--- config.mk ---
export PLATFORM = sky130hd
export DESIGN_NAME = uvc_stream_top
export DESIGN_NICKNAME = d
export VERILOG_FILES = /design/src/hdl/uvc_pkg.sv /design/src/hdl/uvc_stream_top.sv /design/src/hdl/uvc_probe_responder.sv /design/src/hdl/uvc_iso_streamer.sv /design/src/hdl/uvc_packet_fifo.sv /design/src/hdl/uvc_payload_packer.sv
export SDC_FILE = /design/constraint.sdc
export NUM_CORES = 1
export LEC_CHECK = 0
export BUFFER_PORTS_ARGS = -buffer_cell sky130_fd_sc_hd__buf_2
export CORE_MARGIN = 8
export CORE_UTILIZATION = 56
export DETAILED_ROUTE_END_ITERATION = 6
export PLACE_DENSITY = 0.78
export SYNTH_ARGS = -nofsm -noshare
export SYNTH_HDL_FRONTEND = slang
export SYNTH_SLANG_ARGS = --single-unit
--- constraint.sdc ---
create_clock -name clk -period 3.6 [get_ports clk]
set_input_delay 0.54 -clock clk [delete_from_list [all_inputs] [get_ports clk]]
set_output_delay 0.54 -clock clk [all_outputs]
set_load 0.05 [all_outputs]
--- src/hdl/uvc_pkg.sv ---
/* shared constants, state enum and frame-size helper for the UVC video stream path
   modules reach these by scoped names */

package uvc_pkg;

    typedef logic [7:0] byte_t;                         // one data byte on every byte path

    // ------------------------------------------------------------------------
    // payload header
    // ------------------------------------------------------------------------
    localparam byte_t       HEADER_LEN = 8'd2;          // HLE byte value and header byte count
    localparam logic [5:0]  BFH_BASE   = 6'b100000;     // EOH set and no PTS/SCR/still/error bits

    // ------------------------------------------------------------------------
    // probe / commit control
    // ------------------------------------------------------------------------
    localparam byte_t       PROBE_REQ_TYPE = 8'hA1;     // device to host class request to an interface
    localparam logic [31:0] PROBE_SELECTOR = 32'h0001_0100; // wValue and wIndex of setup packet
    localparam int          PROBE_LEN      = 34;        // UVC 1.1 probe/commit block size
    localparam logic [31:0] CLOCK_FREQ_HZ  = 32'd6_000_000; // reported in dwClockFrequency

    // packer sequence within one packet
    typedef enum logic [1:0] {
        ST_HDR_LEN,                                     // header length byte
        ST_HDR_BFH,                                     // BFH with eof and fid
        ST_PAYLOAD                                      // pixel bytes from the source
    } packer_state_e;

    // YUY2 carries two bytes per pixel
    function automatic logic [31:0] frame_bytes(input int width, input int height);
        return 32'(width * height * 2);
    endfunction

endpackage
--- src/hdl/uvc_stream_top.sv ---
/* video side of a full-speed UVC camera built from packer, packet FIFO, iso streamer and
   probe responder, with the USB core boundary as plain ports */
`timescale 1ns/10ps

module uvc_stream_top #(
    parameter int FRAME_W     = 320,                    // must be even
    parameter int FRAME_H     = 240,                    // must be even
    parameter int PACKET_SIZE = 802,                    // endpoint 81 max packet incl header
    parameter int FIFO_DEPTH  = 16                      // power of two
) (
    input  logic           clk,
    input  logic           usb_rstn,
    input  logic           sof,                         // start of USB frame from the core
    output logic           vf_sof,
    output logic           vf_req,
    input  uvc_pkg::byte_t vf_byte,
    input  logic           ep81_ready,
    output uvc_pkg::byte_t ep81_data,
    output logic           ep81_valid,
    input  logic [63:0]    ep00_setup_cmd,
    input  logic [8:0]     ep00_resp_idx,
    output uvc_pkg::byte_t ep00_resp
);

    localparam int FRAME_BYTES = uvc_pkg::frame_bytes(FRAME_W, FRAME_H);

    // YUY2 pairs pixels, so odd sizes are rejected at elaboration
    if ((FRAME_W % 2 != 0) || (FRAME_H % 2 != 0) || (FRAME_BYTES == 0)) begin : g_size_check
        $error("frame width and height must be even and nonzero");
    end

    // ------------------------------------------------------------------------
    // packer -> FIFO -> streamer
    // ------------------------------------------------------------------------
    uvc_pkg::byte_t wr_data;
    uvc_pkg::byte_t rd_data;
    logic           wr_en;
    logic           wr_last;
    logic           full;
    logic           rd_en;
    logic           rd_last;
    logic           empty;

    uvc_payload_packer #(
        .FRAME_W     (FRAME_W),
        .FRAME_H     (FRAME_H),
        .PACKET_SIZE (PACKET_SIZE)
    ) i_uvc_payload_packer (
        .clk      (clk),      .usb_rstn (usb_rstn), .full    (full),
        .vf_byte  (vf_byte),  .vf_sof   (vf_sof),   .vf_req  (vf_req),
        .wr_en    (wr_en),    .wr_last  (wr_last),  .wr_data (wr_data)
    );

    uvc_packet_fifo #(
        .FIFO_DEPTH (FIFO_DEPTH)
    ) i_uvc_packet_fifo (
        .clk     (clk),     .usb_rstn (usb_rstn), .wr_en   (wr_en),
        .wr_last (wr_last), .rd_en    (rd_en),    .wr_data (wr_data),
        .rd_data (rd_data), .rd_last  (rd_last),  .full    (full),
        .empty   (empty)
    );

    uvc_iso_streamer i_uvc_iso_streamer (
        .clk        (clk),        .usb_rstn   (usb_rstn),   .sof       (sof),
        .empty      (empty),      .rd_last    (rd_last),    .ep81_ready(ep81_ready),
        .rd_data    (rd_data),    .rd_en      (rd_en),      .ep81_valid(ep81_valid),
        .ep81_data  (ep81_data)
    );

    // control endpoint side, independent of the stream path
    uvc_probe_responder #(
        .FRAME_W     (FRAME_W),
        .FRAME_H     (FRAME_H),
        .PACKET_SIZE (PACKET_SIZE)
    ) i_uvc_probe_responder (
        .clk            (clk),
        .usb_rstn       (usb_rstn),
        .ep00_setup_cmd (ep00_setup_cmd),
        .ep00_resp_idx  (ep00_resp_idx),
        .ep00_resp      (ep00_resp)
    );

endmodule

--- src/hdl/uvc_probe_responder.sv ---
/* answers UVC video probe/commit GET requests on the control endpoint
   with the 34-byte parameter block, one registered byte per response index */
`timescale 1ns/10ps

module uvc_probe_responder #(
    parameter int FRAME_W     = 320,
    parameter int FRAME_H     = 240,
    parameter int PACKET_SIZE = 802
) (
    input  logic           clk,
    input  logic           usb_rstn,
    input  logic [63:0]    ep00_setup_cmd,              // raw 8-byte setup packet
    input  logic [8:0]     ep00_resp_idx,               // byte index into the response
    output uvc_pkg::byte_t ep00_resp
);

    localparam int          FRAME_BYTES  = uvc_pkg::frame_bytes(FRAME_W, FRAME_H);
    localparam int          PAYLOAD_SIZE = PACKET_SIZE - uvc_pkg::HEADER_LEN;
    localparam int          PKT_COUNT    = (FRAME_BYTES + PAYLOAD_SIZE - 1) / PAYLOAD_SIZE;
    localparam logic [31:0] INTERVAL     = 32'(PKT_COUNT * 10000);   // 1 packet per ms, 100 ns units
    localparam logic [31:0] MAX_FRAME    = 32'(FRAME_BYTES);
    localparam logic [31:0] MAX_PAYLOAD  = 32'(PACKET_SIZE);
    localparam logic [31:0] CLK_FREQ     = uvc_pkg::CLOCK_FREQ_HZ;

    // ------------------------------------------------------------------------
    // probe / commit block, little endian fields
    // ------------------------------------------------------------------------
    localparam uvc_pkg::byte_t PROBE_BLOCK [uvc_pkg::PROBE_LEN] = '{
        8'h00, 8'h00,                                           // bmHint
        8'h01,                                                  // bFormatIndex
        8'h01,                                                  // bFrameIndex
        INTERVAL[7:0], INTERVAL[15:8], INTERVAL[23:16], INTERVAL[31:24],
        8'h00, 8'h00,                                           // wKeyFrameRate
        8'h00, 8'h00,                                           // wPFrameRate
        8'h00, 8'h00,                                           // wCompQuality
        8'h00, 8'h00,                                           // wCompWindowSize
        8'h01, 8'h00,                                           // wDelay, ms
        MAX_FRAME[7:0], MAX_FRAME[15:8], MAX_FRAME[23:16], MAX_FRAME[31:24],
        MAX_PAYLOAD[7:0], MAX_PAYLOAD[15:8], MAX_PAYLOAD[23:16], MAX_PAYLOAD[31:24],
        CLK_FREQ[7:0], CLK_FREQ[15:8], CLK_FREQ[23:16], CLK_FREQ[31:24],
        8'h03,                                                  // bmFramingInfo, fid + eof
        8'h00, 8'h00, 8'h00                                     // version fields
    };

    logic match;                                        // probe/commit read in range

    assign match = (ep00_setup_cmd[7:0] == uvc_pkg::PROBE_REQ_TYPE)
                && (ep00_setup_cmd[47:16] == uvc_pkg::PROBE_SELECTOR)
                && (ep00_resp_idx < 9'(uvc_pkg::PROBE_LEN));

    always_ff @(posedge clk or negedge usb_rstn) begin
        if (!usb_rstn) begin
            ep00_resp <= '0;
        end else if (match) begin
            ep00_resp <= PROBE_BLOCK[ep00_resp_idx[5:0]];
        end else begin
            ep00_resp <= '0;                            // other requests read as zero
        end
    end

endmodule

--- src/hdl/uvc_iso_streamer.sv ---
/* releases one packet per USB start-of-frame from the packet FIFO onto endpoint 81
   using the valid/ready level pair of the USB core */
`timescale 1ns/10ps

module uvc_iso_streamer (
    input  logic           clk,
    input  logic           usb_rstn,
    input  logic           sof,                         // start of USB frame, 1 ms
    input  logic           empty,
    input  logic           rd_last,                     // head byte ends a packet
    input  logic           ep81_ready,
    input  uvc_pkg::byte_t rd_data,
    output logic           rd_en,
    output logic           ep81_valid,
    output uvc_pkg::byte_t ep81_data
);

    logic in_pkt;                                       // a packet slot is open
    logic accept;                                       // byte taken by the host

    // ------------------------------------------------------------------------
    // endpoint side
    // ------------------------------------------------------------------------
    assign ep81_valid = in_pkt & ~empty;                // drops if FIFO runs dry mid packet
    assign ep81_data  = rd_data;                        // head stays put until popped
    assign accept     = ep81_valid & ep81_ready;
    assign rd_en      = accept;

    // sof opens a slot, last byte closes it, sof during a packet is ignored
    always_ff @(posedge clk or negedge usb_rstn) begin
        if (!usb_rstn) begin
            in_pkt <= 1'b0;
        end else if (!in_pkt) begin
            in_pkt <= sof;
        end else if (accept && rd_last) begin
            in_pkt <= 1'b0;                             // wait for the next sof
        end
    end

endmodule

--- src/hdl/uvc_packet_fifo.sv ---
/* byte FIFO between packer and iso streamer, each entry carries a last-of-packet flag
   head entry is visible on rd_data while empty is low, rd_en pops it */
`timescale 1ns/10ps

module uvc_packet_fifo #(
    parameter int FIFO_DEPTH = 16                       // power of two
) (
    input  logic           clk,
    input  logic           usb_rstn,
    input  logic           wr_en,
    input  logic           wr_last,
    input  logic           rd_en,
    input  uvc_pkg::byte_t wr_data,
    output uvc_pkg::byte_t rd_data,
    output logic           rd_last,
    output logic           full,
    output logic           empty
);

    localparam int AW = $clog2(FIFO_DEPTH);

    uvc_pkg::byte_t mem_data [FIFO_DEPTH];
    logic           mem_last [FIFO_DEPTH];
    logic [AW:0]    wr_ptr;                             // extra msb tells full from empty
    logic [AW:0]    rd_ptr;
    logic           do_wr;
    logic           do_rd;

    assign full    = (wr_ptr[AW] != rd_ptr[AW]) && (wr_ptr[AW-1:0] == rd_ptr[AW-1:0]);
    assign empty   = (wr_ptr == rd_ptr);
    assign do_wr   = wr_en & ~full;                     // overflow writes dropped
    assign do_rd   = rd_en & ~empty;
    assign rd_data = mem_data[rd_ptr[AW-1:0]];          // show-ahead
    assign rd_last = mem_last[rd_ptr[AW-1:0]];

    always_ff @(posedge clk or negedge usb_rstn) begin
        if (!usb_rstn) begin
            wr_ptr <= '0;
            rd_ptr <= '0;
        end else begin
            if (do_wr) wr_ptr <= wr_ptr + 1'b1;
            if (do_rd) rd_ptr <= rd_ptr + 1'b1;
        end
    end

    always_ff @(posedge clk) begin
        if (do_wr) begin
            mem_data[wr_ptr[AW-1:0]] <= wr_data;
            mem_last[wr_ptr[AW-1:0]] <= wr_last;
        end
    end

endmodule

--- src/hdl/uvc_payload_packer.sv ---
/* builds UVC isochronous packets (2-byte header + YUY2 payload) and fetches pixels
   from the pixel source, writing one byte per cycle into the packet FIFO while not full */
`timescale 1ns/10ps

module uvc_payload_packer #(
    parameter int FRAME_W     = 320,                    // pixels, even
    parameter int FRAME_H     = 240,                    // lines, even
    parameter int PACKET_SIZE = 802                     // bytes incl header
) (
    input  logic           clk,
    input  logic           usb_rstn,
    input  logic           full,                        // FIFO cannot take a byte
    input  uvc_pkg::byte_t vf_byte,                     // pixel byte, cycle after vf_req
    output logic           vf_sof,                      // first byte of a video frame written
    output logic           vf_req,                      // ask source for the next pixel byte
    output logic           wr_en,
    output logic           wr_last,                     // last byte of a packet
    output uvc_pkg::byte_t wr_data
);

    // ------------------------------------------------------------------------
    // frame geometry
    // ------------------------------------------------------------------------
    localparam int FRAME_BYTES  = uvc_pkg::frame_bytes(FRAME_W, FRAME_H);
    localparam int PAYLOAD_SIZE = PACKET_SIZE - uvc_pkg::HEADER_LEN;
    localparam int PKT_COUNT    = (FRAME_BYTES + PAYLOAD_SIZE - 1) / PAYLOAD_SIZE;
    localparam int LAST_PAYLOAD = (FRAME_BYTES % PAYLOAD_SIZE == 0) ? PAYLOAD_SIZE
                                                                    : FRAME_BYTES % PAYLOAD_SIZE;
    localparam int LAST_SIZE    = LAST_PAYLOAD + uvc_pkg::HEADER_LEN;
    localparam int BW           = $clog2(PACKET_SIZE + 1);  // byte counter width
    localparam int PW           = (PKT_COUNT > 1) ? $clog2(PKT_COUNT) : 1;

    uvc_pkg::packer_state_e state;
    logic [BW-1:0]  bcnt;                               // byte index within packet
    logic [PW-1:0]  pcnt;                               // packet index within frame
    logic           fid;                                // frame id, toggles per frame
    logic           plast;                              // current packet ends the frame
    logic [BW-1:0]  psize;                              // size of current packet
    logic           issue;                              // a new byte slot starts this cycle
    logic           pend;                               // slot waiting to be written
    logic           pend_pix;                           // slot carries a pixel byte
    logic           pend_sof;                           // slot is byte 0 of packet 0
    logic           held;                               // pixel already captured in hold_data
    uvc_pkg::byte_t hold_data;                          // header byte or stalled pixel

    assign plast   = (pcnt == PW'(PKT_COUNT - 1));
    assign psize   = plast ? BW'(LAST_SIZE) : BW'(PACKET_SIZE);
    assign issue   = ~full;                             // pending slot drains in the same cycle
    assign vf_req  = issue & (state == uvc_pkg::ST_PAYLOAD);
    assign wr_en   = pend & ~full;
    assign wr_data = (pend_pix & ~held) ? vf_byte : hold_data;
    assign vf_sof  = wr_en & pend_sof;

    // ------------------------------------------------------------------------
    // sequencing and slot control
    // ------------------------------------------------------------------------
    always_ff @(posedge clk or negedge usb_rstn) begin
        if (!usb_rstn) begin
            state    <= uvc_pkg::ST_HDR_LEN;
            bcnt     <= '0;
            pcnt     <= '0;
            fid      <= 1'b0;
            pend     <= 1'b0;
            pend_pix <= 1'b0;
            pend_sof <= 1'b0;
            held     <= 1'b0;
            wr_last  <= 1'b0;
        end else if (issue) begin
            pend     <= 1'b1;
            held     <= 1'b0;
            pend_pix <= (state == uvc_pkg::ST_PAYLOAD);
            pend_sof <= (state == uvc_pkg::ST_HDR_LEN) && (pcnt == '0);
            wr_last  <= (state == uvc_pkg::ST_PAYLOAD) && (bcnt + 1'b1 == psize);
            bcnt     <= bcnt + 1'b1;
            case (state)
                uvc_pkg::ST_HDR_LEN: state <= uvc_pkg::ST_HDR_BFH;
                uvc_pkg::ST_HDR_BFH: state <= uvc_pkg::ST_PAYLOAD;
                default: begin
                    if (bcnt + 1'b1 == psize) begin     // packet done, next header
                        bcnt  <= '0;
                        state <= uvc_pkg::ST_HDR_LEN;
                        if (plast) begin
                            pcnt <= '0;
                            fid  <= ~fid;               // new video frame
                        end else begin
                            pcnt <= pcnt + 1'b1;
                        end
                    end
                end
            endcase
        end else if (pend & pend_pix & ~held) begin
            held <= 1'b1;                               // FIFO full, pixel kept in hold_data
        end
    end

    // header bytes are loaded at issue, stalled pixels caught one cycle later
    always_ff @(posedge clk) begin
        if (issue) begin
            if (state == uvc_pkg::ST_HDR_LEN) begin
                hold_data <= uvc_pkg::HEADER_LEN;
            end else if (state == uvc_pkg::ST_HDR_BFH) begin
                hold_data <= {uvc_pkg::BFH_BASE, plast, fid};   // eof only on last packet
            end
        end else if (pend & pend_pix & ~held) begin
            hold_data <= vf_byte;
        end
    end

endmodule

== Word-level counts from Yosys, hierarchy flattened ==
Memory sizes are Yosys's and may differ from the RTL's.
Cells that the tools add are included.

* Add/sub/neg operators: 4
* Multiply operators: 0
* Div/mod/pow operators: 0
* $lt $le $gt $ge: 2
* Equality and inequality tests: 10
* Shift-type cells: 0
* Mux-type cells: 19
* Bitwise logic cells: 16
* Reduce and logical (&&, ||, !) cells: 15

{| class="wikitable"
|+ Operators with widths
! cell !! count
|-
| $mux 8 || 9
|-
| $eq 32x17->1 const B || 1
|-
| $mux 10 || 2
|-
| $eq 8x8->1 const B || 2
|-
| $add 10x1->10 const B || 1
|-
| $add 5x1->5 const B || 2
|-
| $and 1x1->1 || 10
|-
| $eq 10x10->1 const B || 1
|-
| $lt 9x6->1 const B || 1
|-
| $add 8x1->8 const B || 1
|-
| $logic_not 8->1 || 1
|-
| $ge 7x7->1 const B || 1
|-
| $not 6->7 || 1
|-
| $logic_and 1x1->1 || 6
|-
| $mux 1 || 6
|-
| $reduce_bool 3->1 || 2
|-
| $eq 5x5->1 || 1
|-
| $not 1->1 || 5
|-
| $eq 4x4->1 || 1
|-
| $pmux 2 s2 || 1
|-
| $reduce_and 2->1 || 2
|-
| $reduce_and 4->1 || 1
|-
| $reduce_and 3->1 || 1
|-
| $eq 2x1->1 const B || 1
|-
| other kinds (6) || 6
|}

* Flip-flop bits (word level): 53
* Bits in latches: 0
* RAM bits: 144
* Bits in read-only memories: 512
* Input bits: 85
* Output and inout port bits: 19
* Word-level logic and storage cells: 83
* Memories: 3

{| class="wikitable"
|+ Memory list
! name !! words !! width !! read ports !! clocked after Yosys merged registers in !! wr ports !! line !! RTL
|-
| (name not given) || 64 || 8 || 1 || 0 || 0 || uvc_probe_responder.sv:55 || <nowiki>ep00_resp <= PROBE_BLOCK[ep00_resp_idx[5:0]];</nowiki>
|-
| i_uvc_packet_fifo.mem_data || 16 || 8 || 1 || 0 || 1 || uvc_packet_fifo.sv:22 || <nowiki>uvc_pkg::byte_t mem_data [FIFO_DEPTH];</nowiki>
|-
| i_uvc_packet_fifo.mem_last || 16 || 1 || 1 || 0 || 1 || uvc_packet_fifo.sv:23 || <nowiki>logic mem_last [FIFO_DEPTH];</nowiki>
|}

== Longest topological paths before layout ==
Gate-level depths: netlist (run 1).

* Depth after elaboration: 7
* Depth in mapped cells: 8
* Gate-level depth less buffers: 7

== Cells and area by module ==
From an unflattened synthesis (run 1), not the netlist that was laid out.

* Cells, all modules: 565
* Area, all modules: 8831.0 sq um

{| class="wikitable"
|+ By module, submodules not included
! module !! instances !! cells an instance !! area each (sq um) !! sequential area each (sq um)
|-
| uvc_packet_fifo || 1 || 301 || 6165.9 || 4574.4
|-
| uvc_payload_packer || 1 || 184 || 1928.1 || 890.9
|-
| uvc_probe_responder || 1 || 66 || 615.6 || 200.2
|-
| uvc_iso_streamer || 1 || 14 || 121.4 || 25.0
|}

== Worst setup path before layout (run 1) ==
No wires, ideal clock.

* Path kind: register to output
* From: reg i_uvc_packet_fifo.wr_ptr[2]
* To: out ep81_valid
* Arrival time: 2.143 ns
* Required time: 3.060 ns
* Slack: 0.917 ns
* Stages on the path, launching flop included: 6
* Path buffers: 2
* Cell sequence: dfrtp_1 buf_2 xnor2_1 and4_1 clkbuf_1 a21boi_0

* Word-level cells in the longest chain between the ends: 3

{| class="wikitable"
|+ Ends and longest elaborated chain
! element !! line !! RTL
|-
| start: declaration || uvc_packet_fifo.sv:24 || <nowiki>logic [AW:0] wr_ptr;</nowiki>
|-
| start signal: assignment || uvc_packet_fifo.sv:41 || <nowiki>if (do_wr) wr_ptr <= wr_ptr + 1'b1;</nowiki>
|-
| $eq 5x5->1 || uvc_packet_fifo.sv:30 || <nowiki>assign empty = (wr_ptr == rd_ptr);</nowiki>
|-
| $not 1->1 || uvc_iso_streamer.sv:24 || <nowiki>assign ep81_valid = in_pkt & ~empty;</nowiki>
|-
| $and 1x1->1 || uvc_iso_streamer.sv:24 ||
|-
| end: declaration || uvc_stream_top.sv:19 || <nowiki>output logic ep81_valid,</nowiki>
|}

No other way between the ends.

== Final worst setup path (run 1) ==
* From: reg i_uvc_packet_fifo.rd_ptr[0]
* To: out ep81_data[7]

* Word-level cells in the longest chain between the ends: 1

{| class="wikitable"
|+ Ends and longest elaborated chain
! element !! line !! RTL
|-
| start: declaration || uvc_packet_fifo.sv:25 || <nowiki>logic [AW:0] rd_ptr;</nowiki>
|-
| start signal: assignment || uvc_packet_fifo.sv:42 || <nowiki>if (do_rd) rd_ptr <= rd_ptr + 1'b1;</nowiki>
|-
| $mem_v2 16x8 || n/a ||
|-
| end: declaration || uvc_stream_top.sv:18 || <nowiki>output uvc_pkg::byte_t ep81_data,</nowiki>
|}

No other way between the ends.

==> results of run 1 <==
cell usage in the layout (no fill, tap or decap), types with 9 or more instances in the layout:
cell type / n
nor3_1: 9
buf_4: 20
ha_1: 14
clkbuf_16: 17
nor2_1: 28
and3_1: 9
inv_1: 12
nand2_1: 27
buf_2: 79
xnor2_1: 13
xor2_1: 9
dfrtp_1: 44
mux4_2: 45
nand3_1: 14
edfxtp_1: 152
a21oi_1: 15
cells in the mapped netlist (3+ instances only):
library cell	count
o21ai_1	5
nand3_1	14
a21oi_1	15
mux2i_1	3
a21boi_0	3
nand4_1	8
clkbuf_1	14
and3_1	9
ha_1	14
nor2_1	28
mux4_2	45
nor3_1	9
nor4b_1	5
nor2b_1	5
o21ai_0	4
xnor2_1	13
inv_1	12
dfrtp_1	45
o31ai_1	3
mux2_2	8
edfxtp_1	152
mux2_1	4
buf_1	3
nor4_1	8
a211oi_1	3
buf_2	8
nand4b_1	3
nand2_1	27
nand2b_1	7
nor4b_2	4
xor2_1	9
o211ai_1	3
state kept, by name, summed over array words and instances (netlist names), 2 cells and up:
name	flops
i_uvc_packet_fifo.mem_data	128
i_uvc_packet_fifo.mem_last	16
i_uvc_packet_fifo.rd_ptr	5
i_uvc_packet_fifo.wr_ptr	5
i_uvc_payload_packer.bcnt	10
i_uvc_payload_packer.hold_data	8
i_uvc_payload_packer.pcnt	8
i_uvc_payload_packer.state	2
i_uvc_probe_responder.ep00_resp	8
routing by layer:
layer  part of all wire  global-route usage  up-vias
li1                   -                   -     2251
met1               0.40              0.2406     2537
met2               0.51              0.3356      219
met3              0.073             0.04617       22
met4              0.018             0.07714        0
met5                  0                   0        -
kinds of logic after synthesis:
kind of cell    Yosys count  share of synthesized area
mux                      60                     0.1374
flops                   197                     0.6633
compound gates           52                    0.04186
simple gates            142                    0.09596
fa+ha+maj                14                    0.02042
buf+inv                  38                    0.01867
xor+xnor                 22                    0.02246
cell type report:
class | instances | area, um^2 | share of cell area
sequential | 197 | 5692 | 0.5734
multi-input combinational | 290 | 2729 | 0.2749
timing repair buffer | 100 | 565.5 | 0.05697
clock buffer | 20 | 436.7 | 0.04399
tap | 188 | 235.2 | 0.02370
clock inverter | 12 | 224.0 | 0.02256
inverter | 12 | 45.04 | 0.004537
power by group through the flow:
| stage | Clock, mW | Combinational, mW | Sequential, mW |
|---|---|---|---|
| 2_1_floorplan | 0 | 2.26 | 3.31 |
| 3_3_place_gp | 0 | 2.90 | 3.41 |
| 3_5_place_dp | 0 | 2.99 | 3.45 |
| 4_1_cts | 2.14 | 3.00 | 3.41 |
| 5_1_grt | 2.23 | 3.18 | 3.46 |
| 6_report | 2.11 | 2.96 | 3.40 |
through the flow:
| stage | setup slack (ps) | area [um^2] | util | hold WS, ps | cells |
|---|---|---|---|---|---|
| after detailed placement | 747.7 | 9266 | 0.6141 | 468.6 | 787 |
| after global routing | 319.2 | 9927 | 0.6579 | 370.3 | 819 |
| after floorplan | 917.2 | 8579 | - | 244.4 | 525 |
| final | 448.1 | 9927 | 0.6579 | 290.6 | 819 |
| after CTS | 376.1 | 9927 | 0.6579 | 306.8 | 819 |
| after global placement | 855.0 | 9266 | 0.6141 | 450.8 | 787 |
path summary, 6_finish.rpt:
check / from / end / cells past startpoint
hold / removal: usb_rstn / i_uvc_payload_packer.pcnt[7] / 1
min in group clk: sof / i_uvc_iso_streamer.in_pkt / 3
setup reg to reg: i_uvc_packet_fifo.rd_ptr[0] / i_uvc_payload_packer.hold_data[3] / 5
max in group asynchronous: usb_rstn / i_uvc_packet_fifo.rd_ptr[0] / 1
hold reg to reg: i_uvc_payload_packer.pend_sof / i_uvc_payload_packer.pend_sof / 2
setup / recovery: i_uvc_packet_fifo.rd_ptr[0] / ep81_data[7] / 4
==> impl_metrics.py, run 1 <==
metrics = {
    "floorplan": {
        "start_util": 0.5686,
        "die_h_um": 139.8,
        "core_um2": 15090,
        "dieArea_um2": 19540,
        "rows": 45,
        "ios": 104,
        "die-width_um": 139.8,
    },
    "worst_setup_path": {
        "endpoint_kind": "output pin",
        "rrSetupSlack_ps": 800,
        "slowest_stage": "dfrtp_2",
        "crit_fanout": 13,
        "required_ps": 3060,
        "max_stage_delay_ps": 630,
        "cp-start-kind": "flip-flop",
        "worst-path-buf-inv": 2,
        "cp_common_cell": "mux4_2",
        "path_class": "flip-flop to output pin",
        "crit_arrival_ps": 2610,
        "crit_chain": "buf_4 > mux4_2 > mux4_2 > buf_2",
        "crit_family": "multiplexers",
    },
    "cells_and_area": {
        "nFillCells": 1000,
        "nNetsFinal": 717,
        "drive_above_1_share": 0.3059,
        "antenna_cells": 0,
        "area_delta_synth_final_pct": 15.71,
    },
    "power": {
        "switchingPower_mw": 2.881,
        "p_int_mw": 5.593,
        "irDropWorstVdd_mv": 0.4864,
        "switching_share": 0.3400,
        "pwr-share-seq": 0.401,
        "power_frac_clock": 0.249,
        "pwr-share-comb": 0.349,
        "power_mw": 8.474,
        "total_leakage_power_nw": 3.633,
        "powerDensity_nw_per_um2": 853.7,
    },
    "global_routing": {
        "grt_pass1_wl_mm": 29.30,
        "track_usage": 0.1975,
        "gr-total-overflow": 0,
        "grt_pass1_vias": 5395,
        "grt_start_max_net_pins": 46,
        "antenna_found_initial": 0,
    },
    "synth": {
        "syn_area_um2": 8579,
        "async_flop_share": 0.2284,
        "syn_avg_cell_area_um2": 16.34,
        "synth_flop_cell": "edfxtp_1",
        "syn_inst": 525,
        "synth_largest_area_cell": "edfxtp_1",
        "yosysWarnings": 0,
        "ys_top_cells_by_area": "edfxtp_1 53%, dfrtp_1 13%, mux4_2 12%",
        "synth.distinct_cells": 57,
        "synth_nets": 624,
        "synth_edf_count": 152,
        "ys_seq_area_frac": 0.6633,
        "synth_seq_cells": 197,
        "synth_top_area_frac": 0.5320,
    },
    "clock_tree": {
        "h-tree-depth": 4,
        "clock_path_buffers": 2,
        "clk_pin_slew_ps": 70,
        "cts_tree": "built",
        "ctsHoldBuffers": 0,
        "clockRootBuffer": "clkbuf_16",
        "numClockSinks": 197,
        "cts_resized": 0,
        "post_cts_buffers": 0,
        "clock_latency_ps": 430,
        "numCtsBuffers": 17,
    },
    "routing": {
        "via_count": 5029,
        "drc": 0,
        "dr.pass1.iters": 5,
        "drtAntennaViolNets": 0,
        "routed_wl_mm": 18.25,
        "drtIter0Drc": 403,
        "avgRoutedWirePerCell_um": 22.29,
        "routed_via_density": 6.140,
    },
    "timing": {
        "slew_violations": 0,
        "skew_ps": 8.707,
        "worst_pin_slew_ps": 1226,
        "setup_viol": 0,
        "fin_crit_ps": 3152,
        "max_freq_mhz": 317.3,
        "max-slew-margin-rel": 0.1798,
        "rsz0062_at_grt": "false",
        "final.period_utilization": 0.8755,
        "hold_viol_final": 0,
        "tns_ps": 0,
    },
    "placement": {
        "portBuffers": 79,
        "dp.final_hpwl_mm": 12.16,
        "place.gp.congestion": 0.8257,
    },
    "status": {
        "status": "finished, final reports clean",
    },
    "worst_hold_path": {
        "holdCritPathClass": "primary input to asynchronous set/reset pin",
    },
    "job": {
        "cap_violations": 0,
    },
}
Note: power is estimated with default switching activity, not from simulation.
==> run 2, diff against run 1 <==
Settings changed: BUFFER_PORTS_ARGS -buffer_cell sky130_fd_sc_hd__buf_2 to -buffer_cell sky130_fd_sc_hd__clkbuf_2, RECOVER_POWER set to 50.
==> run 2 against run 1 <==
The flow now finishes with violations (capacitance limit, slew limit). Flip-flop and latch count unchanged. Clock skew rose by 0.91 ps. Routed wire length decreased by 1.1%. Count of clock-buffer cells in the layout fell by 1. Fmax down 3.0%.
==> impl_metrics.py, run 2 (synthesis gave the netlist of run 1 again) <==
metrics = {
    "clock_tree": {
        "numCtsBuffers": 17,
        "cts_resized": 0,
        "clock_latency_ps": 430,
        "cts_tree": "built",
        "h-tree-depth": 4,
        "post_cts_buffers": 0,
        "clock_path_buffers": 2,
        "ctsHoldBuffers": 0,
        "clk_pin_slew_ps": 60,
        "numClockSinks": 197,
        "clockRootBuffer": "clkbuf_16",
    },
    "global_routing": {
        "antenna_found_initial": 0,
        "gr-total-overflow": 0,
        "grt_start_max_net_pins": 40,
        "grt_pass1_vias": 5207,
        "track_usage": 0.1921,
        "grt_pass1_wl_mm": 28.52,
    },
    "worst_setup_path": {
        "endpoint_kind": "output pin",
        "crit_arrival_ps": 2710,
        "crit_fanout": 29,
        "required_ps": 3060,
        "path_class": "flip-flop to output pin",
        "cp-start-kind": "flip-flop",
    },
    "floorplan": {
        "die_h_um": 139.8,
        "rows": 45,
        "die-width_um": 139.8,
        "start_util": 0.5686,
        "core_um2": 15090,
        "ios": 104,
        "dieArea_um2": 19540,
    },
    "placement": {
        "dp_cells": 788,
        "portBuffers": 79,
        "post-place-ws_ps": 680.1,
        "dp.final_hpwl_mm": 12.03,
        "place.gp.congestion": 0.8344,
    },
    "timing": {
        "worst_pin_slew_ps": 1604,
        "fin_ws_ps": 351.1,
        "max_freq_mhz": 307.8,
        "slew_violations": 31,
        "skew_ps": 9.614,
        "hold_viol_final": 0,
        "rsz0062_at_grt": "false",
        "max-slew-margin-rel": -0.06936,
        "setup_viol": 0,
        "tns_ps": 0,
        "fin_crit_ps": 3249,
        "final.period_utilization": 0.9025,
    },
    "cells_and_area": {
        "nNetsFinal": 718,
        "final_cells": 820,
        "nFillCells": 1052,
        "area_delta_synth_final_pct": 14.50,
        "final_common_cell": "edfxtp_1",
        "antenna_cells": 0,
        "layout_common_cells": "152 x edfxtp_1, 70 x clkbuf_2, 45 x mux4_2",
        "drive_above_1_share": 0.2785,
        "largest_reg_flops": 128,
    },
    "routing": {
        "drc": 0,
        "routed_via_density": 6.111,
        "avgRoutedWirePerCell_um": 22.02,
        "routed_wl_mm": 18.06,
        "dr.pass1.iters": 5,
        "via_count": 5011,
        "drtIter0Drc": 309,
        "drtAntennaViolNets": 0,
    },
    "power": {
        "irDropWorstVdd_mv": 0.4772,
        "total_leakage_power_nw": 3.574,
        "powerDensity_nw_per_um2": 833.6,
    },
    "worst_hold_path": {
        "holdCritPathClass": "primary input to flip-flop",
    },
    "job": {
        "cap_violations": 1,
    },
    "status": {
        "violations": "capacitance limit, slew limit",
        "status": "finished with violations",
    },
}
[run 2: cell types whose count changed in the layout (fill, tap and decap cells not counted), sizes merged]
cell and delta:
bufinv -4, clkinv +5, buf -79, clkbuf +79
[run 2: report_power, final]
group | internal, mW | switching (mW) | total, mW
clock | 1.02 | 0.798 | 1.82
combinational | 1.14 | 1.82 | 2.96
sequential | 3.13 | 0.280 | 3.41
[run 2: final cells by class]
class / count / area [um^2] / share of cell area
flip-flops and latches: 197 / 5692 / 0.5794
multi-input cells: 290 / 2729 / 0.2778
repair buffers: 101 / 558.0 / 0.05681
clock buffers: 19 / 432.9 / 0.04407
well taps: 188 / 235.2 / 0.02395
clock inverters: 13 / 131.4 / 0.01337
inverters: 12 / 45.04 / 0.004585
[run 2: path summary, 6_finish.rpt]
kind / start / endpoint / slack, ps / depth (start not counted)
worst max-delay path: i_uvc_packet_fifo.rd_ptr[0] / ep81_data[7] / 350 / 4
worst min-delay path: sof / i_uvc_iso_streamer.in_pkt / 350 / 3
worst max register to register: i_uvc_packet_fifo.rd_ptr[0] / i_uvc_packet_fifo.mem_data[10][7] / 740 / 7
worst min register to register: i_uvc_payload_packer.fid / i_uvc_payload_packer.fid / 470 / 1
max in group asynchronous: usb_rstn / i_uvc_packet_fifo.rd_ptr[0] / 1590 / 2
min in group asynchronous: usb_rstn / i_uvc_payload_packer.bcnt[2] / 500 / 1
[run 2: worst max-delay path, cell delays in order (launching register included)]
cell and delay [ps]:
dfrtp_2 630, buf_12 310, mux4_2 550, mux4_2 510, clkbuf_2 260
[run 2: routing by layer]
metal | GRT usage | wire (um)
met1 | 0.2316 | 7273
met2 | 0.3215 | 9075
met3 | 0.06088 | 1360
met4 | 0.06514 | 349
met5 | 0 | 0
[run 2: per-stage QoR]
step                instance area [um^2]    util  hold WS, ps  total power [mW]
finish                              9823  0.6510        353.5             8.189
global route                        9823  0.6510        358.5             8.554
CTS                                 9838  0.6520        189.1             8.263
detailed placement                  9274  0.6146        457.6             6.441
global placement                    9274  0.6146        450.4             6.309
floorplan                           8579       -        244.4             5.569
==> run 3, diff against run 2 <==
Settings changed: CAP_MARGIN set to 20, CORE_UTILIZATION 56 to 51, PLACE_DENSITY 0.78 to 0.72.
==> run 3 against run 2 <==
The flow still finishes with violations (capacitance limit, slew limit). Sequential share of layout area down 0.48 points. Critical path depth unchanged. Die area up 8.7%. Core utilization down 5.2 points. Flip-flop and latch count unchanged. Routed wire length down 1.6%. Fmax up 2.0%. Worst setup slack better by 63 ps. Non-clock buffer count up 2. Register-to-register slack better by 280 ps. Combinational power about the same. Power up 0.56%.
==> impl_metrics.py, run 3 (synthesis gave the netlist of run 1 again) <==
metrics = {
    "power": {
        "total_leakage_power_nw": 3.575,
        "switchingPower_mw": 2.912,
        "p_int_mw": 5.323,
        "pwr-share-seq": 0.413,
        "power_frac_clock": 0.225,
        "switching_share": 0.3536,
        "irDropWorstVdd_mv": 0.7570,
        "pwr-share-comb": 0.362,
        "powerDensity_nw_per_um2": 831.4,
    },
    "timing": {
        "final.period_utilization": 0.8850,
        "hold_viol_final": 0,
        "tns_ps": 0,
        "skew_ps": 15.28,
        "slew_violations": 30,
        "max_freq_mhz": 313.9,
        "rsz0062_at_grt": "false",
        "setup_viol": 0,
        "worst_pin_slew_ps": 1615,
        "max-slew-margin-rel": -0.07670,
        "fin_crit_ps": 3186,
    },
    "worst_setup_path": {
        "r2r_start": "i_uvc_packet_fifo.rd_ptr[1]",
        "r2r_end": "i_uvc_packet_fifo.mem_data[2][1]",
        "cp-start-kind": "flip-flop",
        "r2r_cells": 9,
        "crit_fanout": 21,
        "slowest_stage": "dfrtp_2",
        "crit_chain": "buf_12 > mux4_2 > mux4_2 > clkbuf_2",
        "endpoint_kind": "output pin",
        "rrSetupSlack_ps": 1020,
        "crit_arrival_ps": 2650,
        "required_ps": 3060,
        "path_class": "flip-flop to output pin",
        "max_stage_delay_ps": 620,
        "cp_common_cell": "mux4_2",
    },
    "cells_and_area": {
        "fin_util": 0.5994,
        "nNetsFinal": 720,
        "final_common_cell": "edfxtp_1",
        "layout_common_cells": "152 x edfxtp_1, 70 x clkbuf_2, 45 x mux4_2",
        "drive_above_1_share": 0.2808,
        "final_cells": 854,
        "multi_input_area_um2": 2729,
        "seqCellArea_um2": 5692,
        "area_delta_synth_final_pct": 15.44,
        "nFillCells": 1240,
        "largest_reg_flops": 128,
        "antenna_cells": 0,
    },
    "clock_tree": {
        "cts_resized": 0,
        "numCtsBuffers": 17,
        "post_cts_buffers": 0,
        "clock_path_buffers": 2,
        "clock_latency_ps": 440,
        "ctsHoldBuffers": 0,
        "numClockSinks": 197,
        "clockRootBuffer": "clkbuf_16",
        "clk_pin_slew_ps": 70,
        "h-tree-depth": 4,
        "cts_tree": "built",
    },
    "worst_hold_path": {
        "whs_endpoint": "i_uvc_iso_streamer.in_pkt",
        "holdCritPathClass": "primary input to flip-flop",
        "min_path_cells": 3,
        "hold_start": "sof",
    },
    "floorplan": {
        "dieArea_um2": 21230,
        "die-width_um": 145.7,
        "ios": 104,
        "rows": 47,
        "core_um2": 16520,
        "die_h_um": 145.7,
        "start_util": 0.5192,
    },
    "routing": {
        "wl_met2_mm": 9.530,
        "top_layer_used": "met4",
        "via_count": 4950,
        "wl_met1_mm": 7.079,
        "drtAntennaViolNets": 0,
        "drtIter0Drc": 266,
        "drc": 0,
        "dr.pass1.iters": 4,
        "avgRoutedWirePerCell_um": 20.81,
        "wl_met3_um": 982,
        "routed_wl_mm": 17.77,
        "routed_via_density": 5.796,
    },
    "global_routing": {
        "grt_start_max_net_pins": 38,
        "gr-total-overflow": 0,
        "grt_pass1_vias": 5493,
        "antenna_found_initial": 0,
        "track_usage": 0.1770,
        "grt_pass1_wl_mm": 28.98,
    },
    "placement": {
        "portBuffers": 79,
        "place.gp.congestion": 0.7973,
        "dp_cells": 822,
        "dp.final_hpwl_mm": 12.50,
    },
    "status": {
        "status": "finished with violations",
        "violations": "capacitance limit, slew limit",
    },
    "job": {
        "cap_violations": 1,
    },
}
==> run 3: final cells by class <==
type                            count  area share
Sequential cell                   197      0.5747
Multi-Input combinational cell    290      0.2755
Timing Repair Buffer              103     0.05874
Clock buffer                       18     0.04333
Tap cell                          220     0.02779
Clock inverter                     14     0.01541
Inverter                           12    0.004548
==> run 3: metrics by stage <==
step	worst slack, ps	hold slack, ps	cell area, um^2	power (mW)
finish	414.0	355.2	9905	8.235
floorplan	917.2	244.4	8579	5.569
CTS	345.7	174.4	9923	8.354
detailed placement	797.9	451.3	9341	6.492
global route	307.4	359.9	9905	8.658
global placement	831.9	453.4	9341	6.347
==> run 3: how the worst max path moves through the flow <==
| stage | startpoint | cells after the start | to |
|---|---|---|---|
| after floorplan | i_uvc_packet_fifo.wr_ptr[2] | 5 | ep81_valid |
| after global placement | i_uvc_packet_fifo.rd_ptr[0] | 4 | ep81_data[7] |
| after detailed placement | i_uvc_packet_fifo.rd_ptr[0] | 4 | ep81_data[0] |
| after CTS | i_uvc_packet_fifo.rd_ptr[0] | 4 | ep81_data[0] |
| after global routing | i_uvc_packet_fifo.rd_ptr[0] | 4 | ep81_data[0] |
| final | i_uvc_packet_fifo.rd_ptr[0] | 4 | ep81_data[7] |
==> run 3: critical path: cells and delay by family (launching register included) <==
| kind | cells | cell delay (ps) |
|---|---|---|
| multiplexers | 2 | 1060 |
| flip-flops | 1 | 620 |
| buffers and inverters | 2 | 520 |
==> run 3: routing by layer <==
layer	GRT usage	vias to the layer above
li1	-	2261
met1	0.2046	2534
met2	0.3140	143
met3	0.04944	12
met4	0.05258	0
met5	0	-
==> run 3: power groups by stage <==
stage          clock (mW)  sequential (mW)  combinational [mW]
2_1_floorplan           0             3.31                2.26
3_3_place_gp            0             3.40                2.94
3_5_place_dp            0             3.45                3.05
4_1_cts              1.89             3.40                3.06
5_1_grt              1.98             3.45                3.22
6_report             1.86             3.40                2.98
